===== src/lc4_pkg.sv =====
// --------------------
// lc4 shared types
// --------------------
package lc4_pkg;

   localparam int word_w    = 16;  // data and instruction width
   localparam int reg_sel_w = 3;   // eight registers

   typedef logic [word_w-1:0]    word_t;
   typedef logic [reg_sel_w-1:0] reg_sel_t;
   typedef logic [2:0]           nzp_t;  // {n, z, p}

   localparam word_t reset_pc = 16'h8200;  // boot address

   // top four bits of the instruction word, kept subset only
   typedef enum logic [3:0] {
      op_br    = 4'b0000,
      op_arith = 4'b0001,  // add, sub, add imm
      op_logic = 4'b0101,  // and only
      op_ldr   = 4'b0110,
      op_str   = 4'b0111,
      op_const = 4'b1001
   } opcode_e;

   typedef enum logic [2:0] {
      alu_add       = 3'd0,
      alu_sub       = 3'd1,
      alu_and       = 3'd2,
      alu_addi      = 3'd3,  // rs + sext(imm5)
      alu_const     = 3'd4,  // sext(imm9)
      alu_addr      = 3'd5,  // rs + sext(imm6), ldr/str
      alu_br_target = 3'd6   // pc + 1 + sext(imm9)
   } alu_op_e;

   // decoded control, all zero is a bubble
   typedef struct packed {
      alu_op_e  alu_op;
      reg_sel_t rs;
      reg_sel_t rt;
      reg_sel_t rd;
      logic     rs_re;
      logic     rt_re;
      logic     regfile_we;
      logic     is_load;
      logic     is_store;
      logic     is_branch;
      logic     valid;  // clear for bubbles and nops
   } ctrl_t;

endpackage


===== src/lc4_fwd_if.sv =====
// --------------------
// bypass paths to X
// --------------------
interface lc4_fwd_if;

   lc4_pkg::reg_sel_t m_rd;    // dest of insn in M
   logic              m_we;    // M result is forwardable
   lc4_pkg::word_t    m_data;  // alu result in M
   lc4_pkg::reg_sel_t w_rd;
   logic              w_we;
   lc4_pkg::word_t    w_data;  // final writeback value

   modport src (output m_rd, m_we, m_data, w_rd, w_we, w_data);

   modport exec (input m_rd, m_we, m_data, w_rd, w_we, w_data);

endinterface


===== src/lc4_decoder.sv =====
// --------------------
// lc4 decoder
// --------------------
module lc4_decoder (
   input  lc4_pkg::word_t i_insn,
   output lc4_pkg::ctrl_t o_ctrl
);

   lc4_pkg::opcode_e opcode;

   assign opcode = lc4_pkg::opcode_e'(i_insn[15:12]);

   always_comb begin
      o_ctrl    = '0;              // nop unless matched below
      o_ctrl.rd = i_insn[11:9];
      o_ctrl.rs = i_insn[8:6];
      o_ctrl.rt = i_insn[2:0];
      case (opcode)
         lc4_pkg::op_br: begin
            if (i_insn[11:9] != 3'b000) begin  // nzp of zero is the nop word
               o_ctrl.alu_op    = lc4_pkg::alu_br_target;
               o_ctrl.is_branch = 1'b1;
               o_ctrl.valid     = 1'b1;
            end
         end
         lc4_pkg::op_arith: begin
            if (i_insn[5]) begin
               o_ctrl.alu_op     = lc4_pkg::alu_addi;
               o_ctrl.rs_re      = 1'b1;
               o_ctrl.regfile_we = 1'b1;
               o_ctrl.valid      = 1'b1;
            end else if (i_insn[5:3] == 3'b000 || i_insn[5:3] == 3'b010) begin
               o_ctrl.alu_op     = (i_insn[4]) ? lc4_pkg::alu_sub : lc4_pkg::alu_add;
               o_ctrl.rs_re      = 1'b1;
               o_ctrl.rt_re      = 1'b1;
               o_ctrl.regfile_we = 1'b1;
               o_ctrl.valid      = 1'b1;
            end
         end
         lc4_pkg::op_logic: begin
            if (i_insn[5:3] == 3'b000) begin  // only register and is kept
               o_ctrl.alu_op     = lc4_pkg::alu_and;
               o_ctrl.rs_re      = 1'b1;
               o_ctrl.rt_re      = 1'b1;
               o_ctrl.regfile_we = 1'b1;
               o_ctrl.valid      = 1'b1;
            end
         end
         lc4_pkg::op_ldr: begin
            o_ctrl.alu_op     = lc4_pkg::alu_addr;
            o_ctrl.rs_re      = 1'b1;
            o_ctrl.regfile_we = 1'b1;
            o_ctrl.is_load    = 1'b1;
            o_ctrl.valid      = 1'b1;
         end
         lc4_pkg::op_str: begin
            o_ctrl.alu_op   = lc4_pkg::alu_addr;
            o_ctrl.rt       = i_insn[11:9];  // store data sits in the rd field
            o_ctrl.rs_re    = 1'b1;
            o_ctrl.rt_re    = 1'b1;
            o_ctrl.is_store = 1'b1;
            o_ctrl.valid    = 1'b1;
         end
         lc4_pkg::op_const: begin
            o_ctrl.alu_op     = lc4_pkg::alu_const;
            o_ctrl.regfile_we = 1'b1;
            o_ctrl.valid      = 1'b1;
         end
         default: o_ctrl.valid = 1'b0;  // everything else is a nop
      endcase
   end

endmodule


===== src/lc4_regfile.sv =====
// --------------------
// register file
// --------------------
module lc4_regfile (
   input  logic              gwe,
   input  logic              i_rst_n,
   input  lc4_pkg::reg_sel_t i_rs,
   input  lc4_pkg::reg_sel_t i_rt,
   output lc4_pkg::word_t    o_rs_data,
   output lc4_pkg::word_t    o_rt_data,
   input  lc4_pkg::reg_sel_t i_rd,
   input  logic              i_rd_we,
   input  lc4_pkg::word_t    i_wdata
);

   lc4_pkg::word_t regs [2**lc4_pkg::reg_sel_w];

   always_ff @(posedge gwe) begin
      if (!i_rst_n) begin
         for (int i = 0; i < 2**lc4_pkg::reg_sel_w; i++) begin
            regs[i] <= '0;
         end
      end else if (i_rd_we) begin
         regs[i_rd] <= i_wdata;
      end
   end

   // write-through, W result seen by D in the same cycle
   assign o_rs_data = (i_rd_we && i_rd == i_rs) ? i_wdata : regs[i_rs];
   assign o_rt_data = (i_rd_we && i_rd == i_rt) ? i_wdata : regs[i_rt];

endmodule


===== src/lc4_alu.sv =====
// --------------------
// lc4 alu
// --------------------
module lc4_alu (
   input  lc4_pkg::alu_op_e i_op,
   input  lc4_pkg::word_t   i_insn,
   input  lc4_pkg::word_t   i_pc,
   input  lc4_pkg::word_t   i_rs_data,
   input  lc4_pkg::word_t   i_rt_data,
   output lc4_pkg::word_t   o_result
);

   lc4_pkg::word_t imm5;
   lc4_pkg::word_t imm6;
   lc4_pkg::word_t imm9;

   assign imm5 = {{11{i_insn[4]}}, i_insn[4:0]};  // add imm
   assign imm6 = {{10{i_insn[5]}}, i_insn[5:0]};  // ldr/str offset
   assign imm9 = {{7{i_insn[8]}}, i_insn[8:0]};   // const and branch offset

   always_comb begin
      case (i_op)
         lc4_pkg::alu_add:       o_result = i_rs_data + i_rt_data;
         lc4_pkg::alu_sub:       o_result = i_rs_data - i_rt_data;
         lc4_pkg::alu_and:       o_result = i_rs_data & i_rt_data;
         lc4_pkg::alu_addi:      o_result = i_rs_data + imm5;
         lc4_pkg::alu_const:     o_result = imm9;
         lc4_pkg::alu_addr:      o_result = i_rs_data + imm6;
         lc4_pkg::alu_br_target: o_result = i_pc + 16'd1 + imm9;
         default:                o_result = '0;
      endcase
   end

endmodule


===== src/lc4_fetch.sv =====
// --------------------
// fetch stage
// --------------------
module lc4_fetch #(
   parameter lc4_pkg::word_t p_reset_pc = lc4_pkg::reset_pc
) (
   input  logic           gwe,
   input  logic           i_rst_n,
   input  logic           i_stall,      // load-use hold
   input  logic           i_flush,      // taken branch in X
   input  lc4_pkg::word_t i_br_target,
   input  lc4_pkg::word_t i_cur_insn,   // imem read data
   output lc4_pkg::word_t o_cur_pc,
   output lc4_pkg::word_t o_d_insn,
   output lc4_pkg::word_t o_d_pc
);

   lc4_pkg::word_t pc_q;
   lc4_pkg::word_t pc_plus1;
   lc4_pkg::word_t d_insn_q;
   lc4_pkg::word_t d_pc_q;

   assign pc_plus1 = pc_q + 16'd1;

   // branch wins over stall
   always_ff @(posedge gwe) begin
      if (!i_rst_n) begin
         pc_q     <= p_reset_pc;
         d_insn_q <= '0;           // zero word decodes as a bubble
      end else if (i_flush) begin
         pc_q     <= i_br_target;
         d_insn_q <= '0;           // squash the wrong-path fetch
      end else if (!i_stall) begin
         pc_q     <= pc_plus1;
         d_insn_q <= i_cur_insn;
      end
   end

   always_ff @(posedge gwe) begin
      if (!i_stall) begin
         d_pc_q <= pc_q;  // pc of the insn now in D
      end
   end

   assign o_cur_pc = pc_q;
   assign o_d_insn = d_insn_q;
   assign o_d_pc   = d_pc_q;

endmodule


===== src/lc4_execute.sv =====
// --------------------
// execute stage
// --------------------
module lc4_execute (
   input  logic           gwe,
   input  logic           i_rst_n,
   input  lc4_pkg::ctrl_t i_d_ctrl,
   input  lc4_pkg::word_t i_d_insn,
   input  lc4_pkg::word_t i_d_pc,
   input  lc4_pkg::word_t i_rs_data,        // regfile, WD already applied
   input  lc4_pkg::word_t i_rt_data,
   input  lc4_pkg::word_t i_cur_dmem_data,  // load data in M, for nzp
   lc4_fwd_if.exec        fwd,
   output logic           o_stall,
   output logic           o_flush,
   output lc4_pkg::word_t o_br_target,
   output lc4_pkg::ctrl_t o_x_ctrl,
   output lc4_pkg::word_t o_x_insn,
   output lc4_pkg::word_t o_x_pc,
   output lc4_pkg::word_t o_x_result,
   output lc4_pkg::word_t o_x_rt_data
);

   lc4_pkg::ctrl_t x_ctrl_q;
   lc4_pkg::word_t x_insn_q;
   lc4_pkg::word_t x_pc_q;
   lc4_pkg::word_t x_rs_q;
   lc4_pkg::word_t x_rt_q;
   lc4_pkg::word_t rs_byp;
   lc4_pkg::word_t rt_byp;
   lc4_pkg::word_t alu_result;
   lc4_pkg::nzp_t  nzp_q;
   logic           m_load_q;  // a load now sits in M
   logic           load_use;
   logic           br_taken;

   function automatic lc4_pkg::nzp_t nzp_of(input lc4_pkg::word_t value);
      if (value == '0) return 3'b010;
      else if (value[15]) return 3'b100;
      else return 3'b001;
   endfunction

   // D/X register, bubble on stall or flush
   always_ff @(posedge gwe) begin
      if (!i_rst_n) begin
         x_ctrl_q <= '0;
      end else if (o_stall || o_flush) begin
         x_ctrl_q <= '0;
      end else begin
         x_ctrl_q <= i_d_ctrl;
      end
   end

   always_ff @(posedge gwe) begin
      x_insn_q <= i_d_insn;
      x_pc_q   <= i_d_pc;
      x_rs_q   <= i_rs_data;
      x_rt_q   <= i_rt_data;
   end

   // MX first, then WX
   always_comb begin
      if (fwd.m_we && fwd.m_rd == x_ctrl_q.rs) rs_byp = fwd.m_data;
      else if (fwd.w_we && fwd.w_rd == x_ctrl_q.rs) rs_byp = fwd.w_data;
      else rs_byp = x_rs_q;
      if (fwd.m_we && fwd.m_rd == x_ctrl_q.rt) rt_byp = fwd.m_data;
      else if (fwd.w_we && fwd.w_rd == x_ctrl_q.rt) rt_byp = fwd.w_data;
      else rt_byp = x_rt_q;
   end

   lc4_alu i_lc4_alu (
      .i_op      (x_ctrl_q.alu_op),
      .i_insn    (x_insn_q),
      .i_pc      (x_pc_q),
      .i_rs_data (rs_byp),
      .i_rt_data (rt_byp),
      .o_result  (alu_result)
   );

   // alu writer in X is younger than a load in M
   always_ff @(posedge gwe) begin
      if (!i_rst_n) begin
         nzp_q    <= 3'b010;
         m_load_q <= 1'b0;
      end else begin
         m_load_q <= x_ctrl_q.is_load;
         if (x_ctrl_q.regfile_we && !x_ctrl_q.is_load) nzp_q <= nzp_of(alu_result);
         else if (m_load_q) nzp_q <= nzp_of(i_cur_dmem_data);
      end
   end

   assign br_taken = x_ctrl_q.is_branch && |(x_insn_q[11:9] & nzp_q);

   // store data through rt is fixed later by the WM path, so no stall there
   assign load_use = x_ctrl_q.is_load &&
                     ((i_d_ctrl.rs_re && i_d_ctrl.rs == x_ctrl_q.rd) ||
                      (i_d_ctrl.rt_re && !i_d_ctrl.is_store && i_d_ctrl.rt == x_ctrl_q.rd) ||
                      i_d_ctrl.is_branch);  // branch waits for load nzp

   assign o_flush     = br_taken;
   assign o_stall     = load_use && !br_taken;  // D is squashed anyway
   assign o_br_target = alu_result;
   assign o_x_ctrl    = x_ctrl_q;
   assign o_x_insn    = x_insn_q;
   assign o_x_pc      = x_pc_q;
   assign o_x_result  = alu_result;
   assign o_x_rt_data = rt_byp;

endmodule


===== src/lc4_memwb.sv =====
// --------------------
// memory and writeback
// --------------------
module lc4_memwb (
   input  logic              gwe,
   input  logic              i_rst_n,
   input  lc4_pkg::ctrl_t    i_x_ctrl,
   input  lc4_pkg::word_t    i_x_insn,
   input  lc4_pkg::word_t    i_x_pc,
   input  lc4_pkg::word_t    i_x_result,
   input  lc4_pkg::word_t    i_x_rt_data,
   input  lc4_pkg::word_t    i_cur_dmem_data,
   output lc4_pkg::word_t    o_dmem_addr,
   output logic              o_dmem_we,
   output lc4_pkg::word_t    o_dmem_towrite,
   lc4_fwd_if.src            fwd,
   output lc4_pkg::reg_sel_t o_rf_wsel,
   output logic              o_rf_we,
   output lc4_pkg::word_t    o_rf_wdata,
   output logic              o_wb_valid,
   output lc4_pkg::word_t    o_wb_pc,
   output lc4_pkg::word_t    o_wb_insn
);

   lc4_pkg::ctrl_t m_ctrl_q;
   lc4_pkg::word_t m_insn_q;
   lc4_pkg::word_t m_pc_q;
   lc4_pkg::word_t m_result_q;
   lc4_pkg::word_t m_rt_q;
   lc4_pkg::ctrl_t w_ctrl_q;
   lc4_pkg::word_t w_insn_q;
   lc4_pkg::word_t w_pc_q;
   lc4_pkg::word_t w_result_q;
   lc4_pkg::word_t w_load_q;
   lc4_pkg::word_t w_data;

   always_ff @(posedge gwe) begin
      if (!i_rst_n) begin
         m_ctrl_q <= '0;
         w_ctrl_q <= '0;
      end else begin
         m_ctrl_q <= i_x_ctrl;
         w_ctrl_q <= m_ctrl_q;
      end
   end

   always_ff @(posedge gwe) begin
      m_insn_q   <= i_x_insn;
      m_pc_q     <= i_x_pc;
      m_result_q <= i_x_result;
      m_rt_q     <= i_x_rt_data;
      w_insn_q   <= m_insn_q;
      w_pc_q     <= m_pc_q;
      w_result_q <= m_result_q;
      w_load_q   <= i_cur_dmem_data;  // only used when W holds a load
   end

   assign w_data = (w_ctrl_q.is_load) ? w_load_q : w_result_q;

   assign o_dmem_addr = (m_ctrl_q.is_load || m_ctrl_q.is_store) ? m_result_q : '0;
   assign o_dmem_we   = m_ctrl_q.is_store;
   // WM path, loaded value feeds the store right behind it
   assign o_dmem_towrite = (w_ctrl_q.is_load && w_ctrl_q.regfile_we &&
                            w_ctrl_q.rd == m_ctrl_q.rt) ? w_data : m_rt_q;

   // a load in M only has an address, never forward it
   assign fwd.m_rd   = m_ctrl_q.rd;
   assign fwd.m_we   = m_ctrl_q.regfile_we && !m_ctrl_q.is_load;
   assign fwd.m_data = m_result_q;
   assign fwd.w_rd   = w_ctrl_q.rd;
   assign fwd.w_we   = w_ctrl_q.regfile_we;
   assign fwd.w_data = w_data;

   assign o_rf_wsel  = w_ctrl_q.rd;
   assign o_rf_we    = w_ctrl_q.regfile_we;
   assign o_rf_wdata = w_data;
   assign o_wb_valid = w_ctrl_q.valid;  // bubbles and nops never retire
   assign o_wb_pc    = w_pc_q;
   assign o_wb_insn  = w_insn_q;

endmodule


===== src/lc4_processor.sv =====
// --------------------
// lc4 pipeline top
// --------------------
module lc4_processor #(
   parameter lc4_pkg::word_t p_reset_pc = lc4_pkg::reset_pc
) (
   input  logic              gwe,
   input  logic              i_rst_n,
   output lc4_pkg::word_t    o_cur_pc,         // imem address
   input  lc4_pkg::word_t    i_cur_insn,
   output lc4_pkg::word_t    o_dmem_addr,
   output logic              o_dmem_we,
   output lc4_pkg::word_t    o_dmem_towrite,
   input  lc4_pkg::word_t    i_cur_dmem_data,
   output logic              o_wb_valid,       // retirement strobe
   output lc4_pkg::word_t    o_wb_pc,
   output lc4_pkg::word_t    o_wb_insn,
   output logic              o_wb_rf_we,
   output lc4_pkg::reg_sel_t o_wb_rf_wsel,
   output lc4_pkg::word_t    o_wb_rf_data
);

   logic           stall;
   logic           flush;
   lc4_pkg::word_t br_target;
   lc4_pkg::word_t d_insn;
   lc4_pkg::word_t d_pc;
   lc4_pkg::ctrl_t d_ctrl;
   lc4_pkg::word_t rs_data;
   lc4_pkg::word_t rt_data;
   lc4_pkg::ctrl_t x_ctrl;
   lc4_pkg::word_t x_insn;
   lc4_pkg::word_t x_pc;
   lc4_pkg::word_t x_result;
   lc4_pkg::word_t x_rt_data;

   lc4_fwd_if fwd ();

   lc4_fetch #(.p_reset_pc(p_reset_pc)) i_lc4_fetch (
      .gwe, .i_rst_n,
      .i_stall     (stall),
      .i_flush     (flush),
      .i_br_target (br_target),
      .i_cur_insn, .o_cur_pc,
      .o_d_insn    (d_insn),
      .o_d_pc      (d_pc)
   );

   lc4_decoder i_lc4_decoder (.i_insn(d_insn), .o_ctrl(d_ctrl));

   // write port comes straight from the trace outputs
   lc4_regfile i_lc4_regfile (
      .gwe, .i_rst_n,
      .i_rs      (d_ctrl.rs),
      .i_rt      (d_ctrl.rt),
      .o_rs_data (rs_data),
      .o_rt_data (rt_data),
      .i_rd      (o_wb_rf_wsel),
      .i_rd_we   (o_wb_rf_we),
      .i_wdata   (o_wb_rf_data)
   );

   lc4_execute i_lc4_execute (
      .gwe, .i_rst_n,
      .i_d_ctrl (d_ctrl), .i_d_insn (d_insn), .i_d_pc (d_pc),
      .i_rs_data (rs_data), .i_rt_data (rt_data),
      .i_cur_dmem_data, .fwd (fwd.exec),
      .o_stall (stall), .o_flush (flush), .o_br_target (br_target),
      .o_x_ctrl (x_ctrl), .o_x_insn (x_insn), .o_x_pc (x_pc),
      .o_x_result (x_result), .o_x_rt_data (x_rt_data)
   );

   lc4_memwb i_lc4_memwb (
      .gwe, .i_rst_n,
      .i_x_ctrl (x_ctrl), .i_x_insn (x_insn), .i_x_pc (x_pc),
      .i_x_result (x_result), .i_x_rt_data (x_rt_data),
      .i_cur_dmem_data, .o_dmem_addr, .o_dmem_we, .o_dmem_towrite,
      .fwd (fwd.src),
      .o_rf_wsel (o_wb_rf_wsel), .o_rf_we (o_wb_rf_we), .o_rf_wdata (o_wb_rf_data),
      .o_wb_valid, .o_wb_pc, .o_wb_insn
   );

endmodule


===== config.mk =====
export PLATFORM = sky130hd
export DESIGN_NAME = lc4_processor
export DESIGN_NICKNAME = d
export VERILOG_FILES = /design/src/lc4_pkg.sv /design/src/lc4_fwd_if.sv /design/src/lc4_decoder.sv /design/src/lc4_regfile.sv /design/src/lc4_alu.sv /design/src/lc4_fetch.sv /design/src/lc4_execute.sv /design/src/lc4_memwb.sv /design/src/lc4_processor.sv
export SDC_FILE = /design/constraint.sdc
export NUM_CORES = 1
export LEC_CHECK = 0
export ABC_AREA = 1
export BUFFER_PORTS_ARGS = -buffer_cell sky130_fd_sc_hd__buf_2
export CAP_MARGIN = 5
export CORE_UTILIZATION = 65
export CTS_CLUSTER_DIAMETER = 100
export DETAILED_ROUTE_END_ITERATION = 6
export PLACE_DENSITY = 0.88
export SYNTH_ARGS = -nofsm -noshare
export SYNTH_HDL_FRONTEND = slang
export SYNTH_SLANG_ARGS = --single-unit

===== constraint.sdc =====
create_clock -name gwe -period 7.5 [get_ports gwe]
set_input_delay 0.75 -clock gwe [delete_from_list [all_inputs] [get_ports gwe]]
set_output_delay 0.75 -clock gwe [all_outputs]
set_load 0.005 [all_outputs]

==> impl_results.md <==
* Max clock buf depth at 3
* Commonest non-fill, non-tap cell in the layout: nand2_1
* Area grow syn2layout at 12.03%
* Syn nets at 2311
* Setup Fix Bufs, Post-CTS at 0
* Syn avg cell area at 8.239 um^2
* Worst setup EP type: register
* WL final at 57810 um
* CTS clk-pin slew, worst paths at 0.06 ns
* GPL Wtd Cong at 1.018
* Post-Syn Instances at 2243
* CTS Hold Bufs at 0
* # IOs at 136
* Utilization after layout at 74.31%
* Part of the power in the clock network at 34.1%
* Pins over their slew limit at 0
* Post_cts resized at 0
* Final Cycle Share at 75.50%
* Synth Register Bits at 407
* WHS Path Cells at 0
* Clock skew at 0.01946 ns
* Final ANT Viol Nets at 0
* Initial core utilization at 66.33%
* Average vias per placed instance at 6.179
* Die span in x at 170.6 um
* Kind of critical path: register to register
* WP data required at 7.93 ns
* Critical path peak fanout at 30
* Clk sink count at 407
* Reg power frac at 43.8%
* Worst-Skew Late Latency at 0.55 ns
* Final setup viols at 0
* Core Rows at 61
* Critical Path Start Type: register
* Die Y-Extent at 170.6 um
* Die area at 29110 um^2
* CP arrival at 6.09 ns
* Largest net degree at the start of global routing at 68
* CTS Buf Count at 41
* Period minus WS final at 5.662 ns
* Pre-antenna DRT Iters at 7
* Final Hold Vio Count at 0
* Post-Syn Area at 18480 um^2
* Placeable Area at 27860 um^2
* DR iter-0 viols at 2402
* Peak VDD IR at 0.0001996 V
* Main synth FF type: dfxtp_1
* Max stage delay on crit path at 1.03 ns
* Number of flops mapped to enable cells by yosys at 144
* Nets at 2399
* PD cells at 292.2 nW/um^2
* Grt total ovfl at 0
* Port buffer count at 135
* Root Driver: clkbuf_16
* Routed len/inst at 21.08 um
* Comb pwr share at 22.1%
* Vias in the first global route at 15920
* Setup TNS at 0 ns
* Most frequent cells in the layout: nand2_1, inv_1, dfxtp_1
* TritonCTS clock tree: done
* Sw frac at 32.60%
* Via count at 16940
* First-pass GRT wire length at 86810 um
* Asr flop ratio synth at 0%
* Run status: finished clean
* P_leak at 9.334 nW
* Dpl hpwl at 38540 um
* RSZ-0062 raised after global routing: false
* Slowest CP cell: dfxtp_1
* Max-Cap Viols at 0
* Distinct cells, synth at 51
* R2R depth at 32
* Hold WC Path Type: register to register
* Share of post-route cells with drive strength above 1 at 12.78%
* Max-Slew Margin vs Limit at 11.04%
* Int Power at 4.077 mW
* Sw Pwr at 1.972 mW
* Register area share after synthesis at 51.89%
* Worst-margin pin slew at 1.333 ns
* # DRC at 0
* Fmax at 176.6 MHz
* Clock H-tree levels at 2
* Yosys warning total at 0
* Antenna violations before repair at 1
* Total GRT Usage at 39.23%
-- final timing paths --
kind	start	to	slack (ns)
worst min register to register	i_lc4_memwb.m_insn_q[12]$_DFF_P_	i_lc4_memwb.o_wb_insn[12]$_DFF_P_	0.33
worst max register to register	i_lc4_memwb.w_ctrl_q[3]$_SDFF_PN0_	i_lc4_execute.nzp_q[0]$_SDFFE_PN0P_	1.84
worst min-delay path	i_lc4_memwb.m_insn_q[12]$_DFF_P_	i_lc4_memwb.o_wb_insn[12]$_DFF_P_	0.33
worst max-delay path	i_lc4_memwb.w_ctrl_q[3]$_SDFF_PN0_	i_lc4_execute.nzp_q[0]$_SDFFE_PN0P_	1.84
-- worst max-delay path: cells and delay by family (launching register included) --
| family | cells | cell delay (ns) |
|---|---|---|
| AOI/OAI and AO/OA | 6 | 1.31 |
| buffers and inverters | 6 | 0.42 |
| DFF | 1 | 1.03 |
| and+or+nand+nor | 18 | 2.23 |
| adders and majority gates | 2 | 0.55 |
-- cell families after synthesis --
group,after synthesis,synth area share (%)
fa+ha+maj,34,2.383
buf+inv,407,8.660
flops,407,51.89
xor+xnor,19,0.9005
simple gates,817,19.20
compound gates,559,16.96
-- Yosys cell counts (2+ instances only) --
library cell,count,area (um^2)
nand2_1,363,1363
inv_1,282,1059
dfxtp_1,263,5265
nor2_1,251,942.2
o21ai_0,229,1146
a21oi_1,180,900.9
edfxtp_1,144,4324
nand3_1,113,565.5
clkbuf_1,90,337.8
o211ai_1,44,330.3
ha_1,32,400.4
a31oi_1,19,118.9
o21ai_1,16,80.08
o311ai_0,15,131.4
nand4_1,14,87.58
nand3_2,13,130.1
o22ai_1,13,81.33
or2_2,13,81.33
buf_4,11,82.58
inv_2,11,41.29
nor3_1,10,50.05
xnor2_1,10,87.58
xor2_1,9,78.83
nor2_2,8,50.05
a22oi_1,7,52.55
buf_2,7,35.03
nand2_2,7,43.79
nand2_4,7,78.83
nor4_1,6,37.54
o21bai_1,6,45.04
nor2_4,5,56.30
o2111ai_1,5,43.79
a21o_1,4,30.03
o21ai_2,4,35.03
a211oi_1,3,22.52
a21boi_0,3,22.52
buf_6,3,33.78
o21a_1,3,22.52
o221ai_1,3,26.28
a221oi_1,2,17.52
and2_1,2,12.51
buf_1,2,7.510
fa_1,2,40.04
o31ai_1,2,15.01
-- metal layers --
| metal | global-route usage [%] | wire length [um] | vias to the layer above |
|---|---|---|---|
| li1 | - | - | 7657 |
| met1 | 48.33 | 20360 | 7703 |
| met2 | 64.79 | 26860 | 1302 |
| met3 | 7.356 | 7086 | 280 |
| met4 | 22.25 | 3486 | 2 |
| met5 | 0 | 16 | - |
-- layout make-up --
| type | instances | area [um^2] |
|---|---|---|
| antenna | 1 | 2.502 |
| clock buffer | 63 | 1252 |
| clock inverter | 12 | 123.9 |
| fill | 2004 | 7156 |
| inverter | 294 | 1104 |
| multi-input combinational | 1429 | 7308 |
| sequential | 407 | 9590 |
| tap | 378 | 473.0 |
| timing repair buffer | 158 | 848.3 |
-- power groups by stage --
| stage | Combinational, mW | Sequential, mW | Clock [mW] |
|---|---|---|---|
| global placement | 1.24 | 2.68 | 0 |
| finish | 1.34 | 2.65 | 2.06 |
| global route | 1.42 | 2.66 | 2.15 |
| floorplan | 0.807 | 2.62 | 0 |
| CTS | 1.28 | 2.64 | 2.06 |
| detailed placement | 1.26 | 2.68 | 0 |
-- flip-flops by register name (all words and copies together) (netlist names), 3 cells and up, named ones only --
register,flops
i_lc4_memwb.o_wb_insn,16
i_lc4_memwb.m_pc_q,16
i_lc4_execute.o_x_insn,16
i_lc4_memwb.o_wb_pc,16
i_lc4_memwb.m_insn_q,16
i_lc4_fetch.o_d_insn,16
i_lc4_execute.x_rs_q,16
i_lc4_fetch.o_d_pc,16
i_lc4_memwb.fwd.m_rd,3
i_lc4_memwb.m_ctrl_q,6
i_lc4_fetch.o_cur_pc,16
i_lc4_memwb.m_rt_q,16
i_lc4_memwb.fwd.w_rd,3
i_lc4_execute.o_x_pc,16
i_lc4_execute.nzp_q,3
i_lc4_memwb.w_load_q,16
i_lc4_memwb.fwd.m_data,16
i_lc4_execute.x_rt_q,16
i_lc4_execute.o_x_ctrl,17
i_lc4_memwb.w_result_q,16
i_lc4_regfile.regs,128
-- metrics by stage --
step           worst slack [ns]  hold WS, ns  total power, mW  area [um^2]  instances
2_1_floorplan             3.644       0.3096            3.426        18480       2243
3_3_place_gp              2.272       0.3104            3.920        19320       2666
3_5_place_dp              2.124       0.3121            3.948        19320       2666
4_1_cts                   2.059       0.3169            5.982        20700       2741
5_1_grt                   1.246       0.3269            6.232        20700       2741
6_report                  1.838       0.3258            6.050        20700       2742
Power figures use the tool's default switching activity.
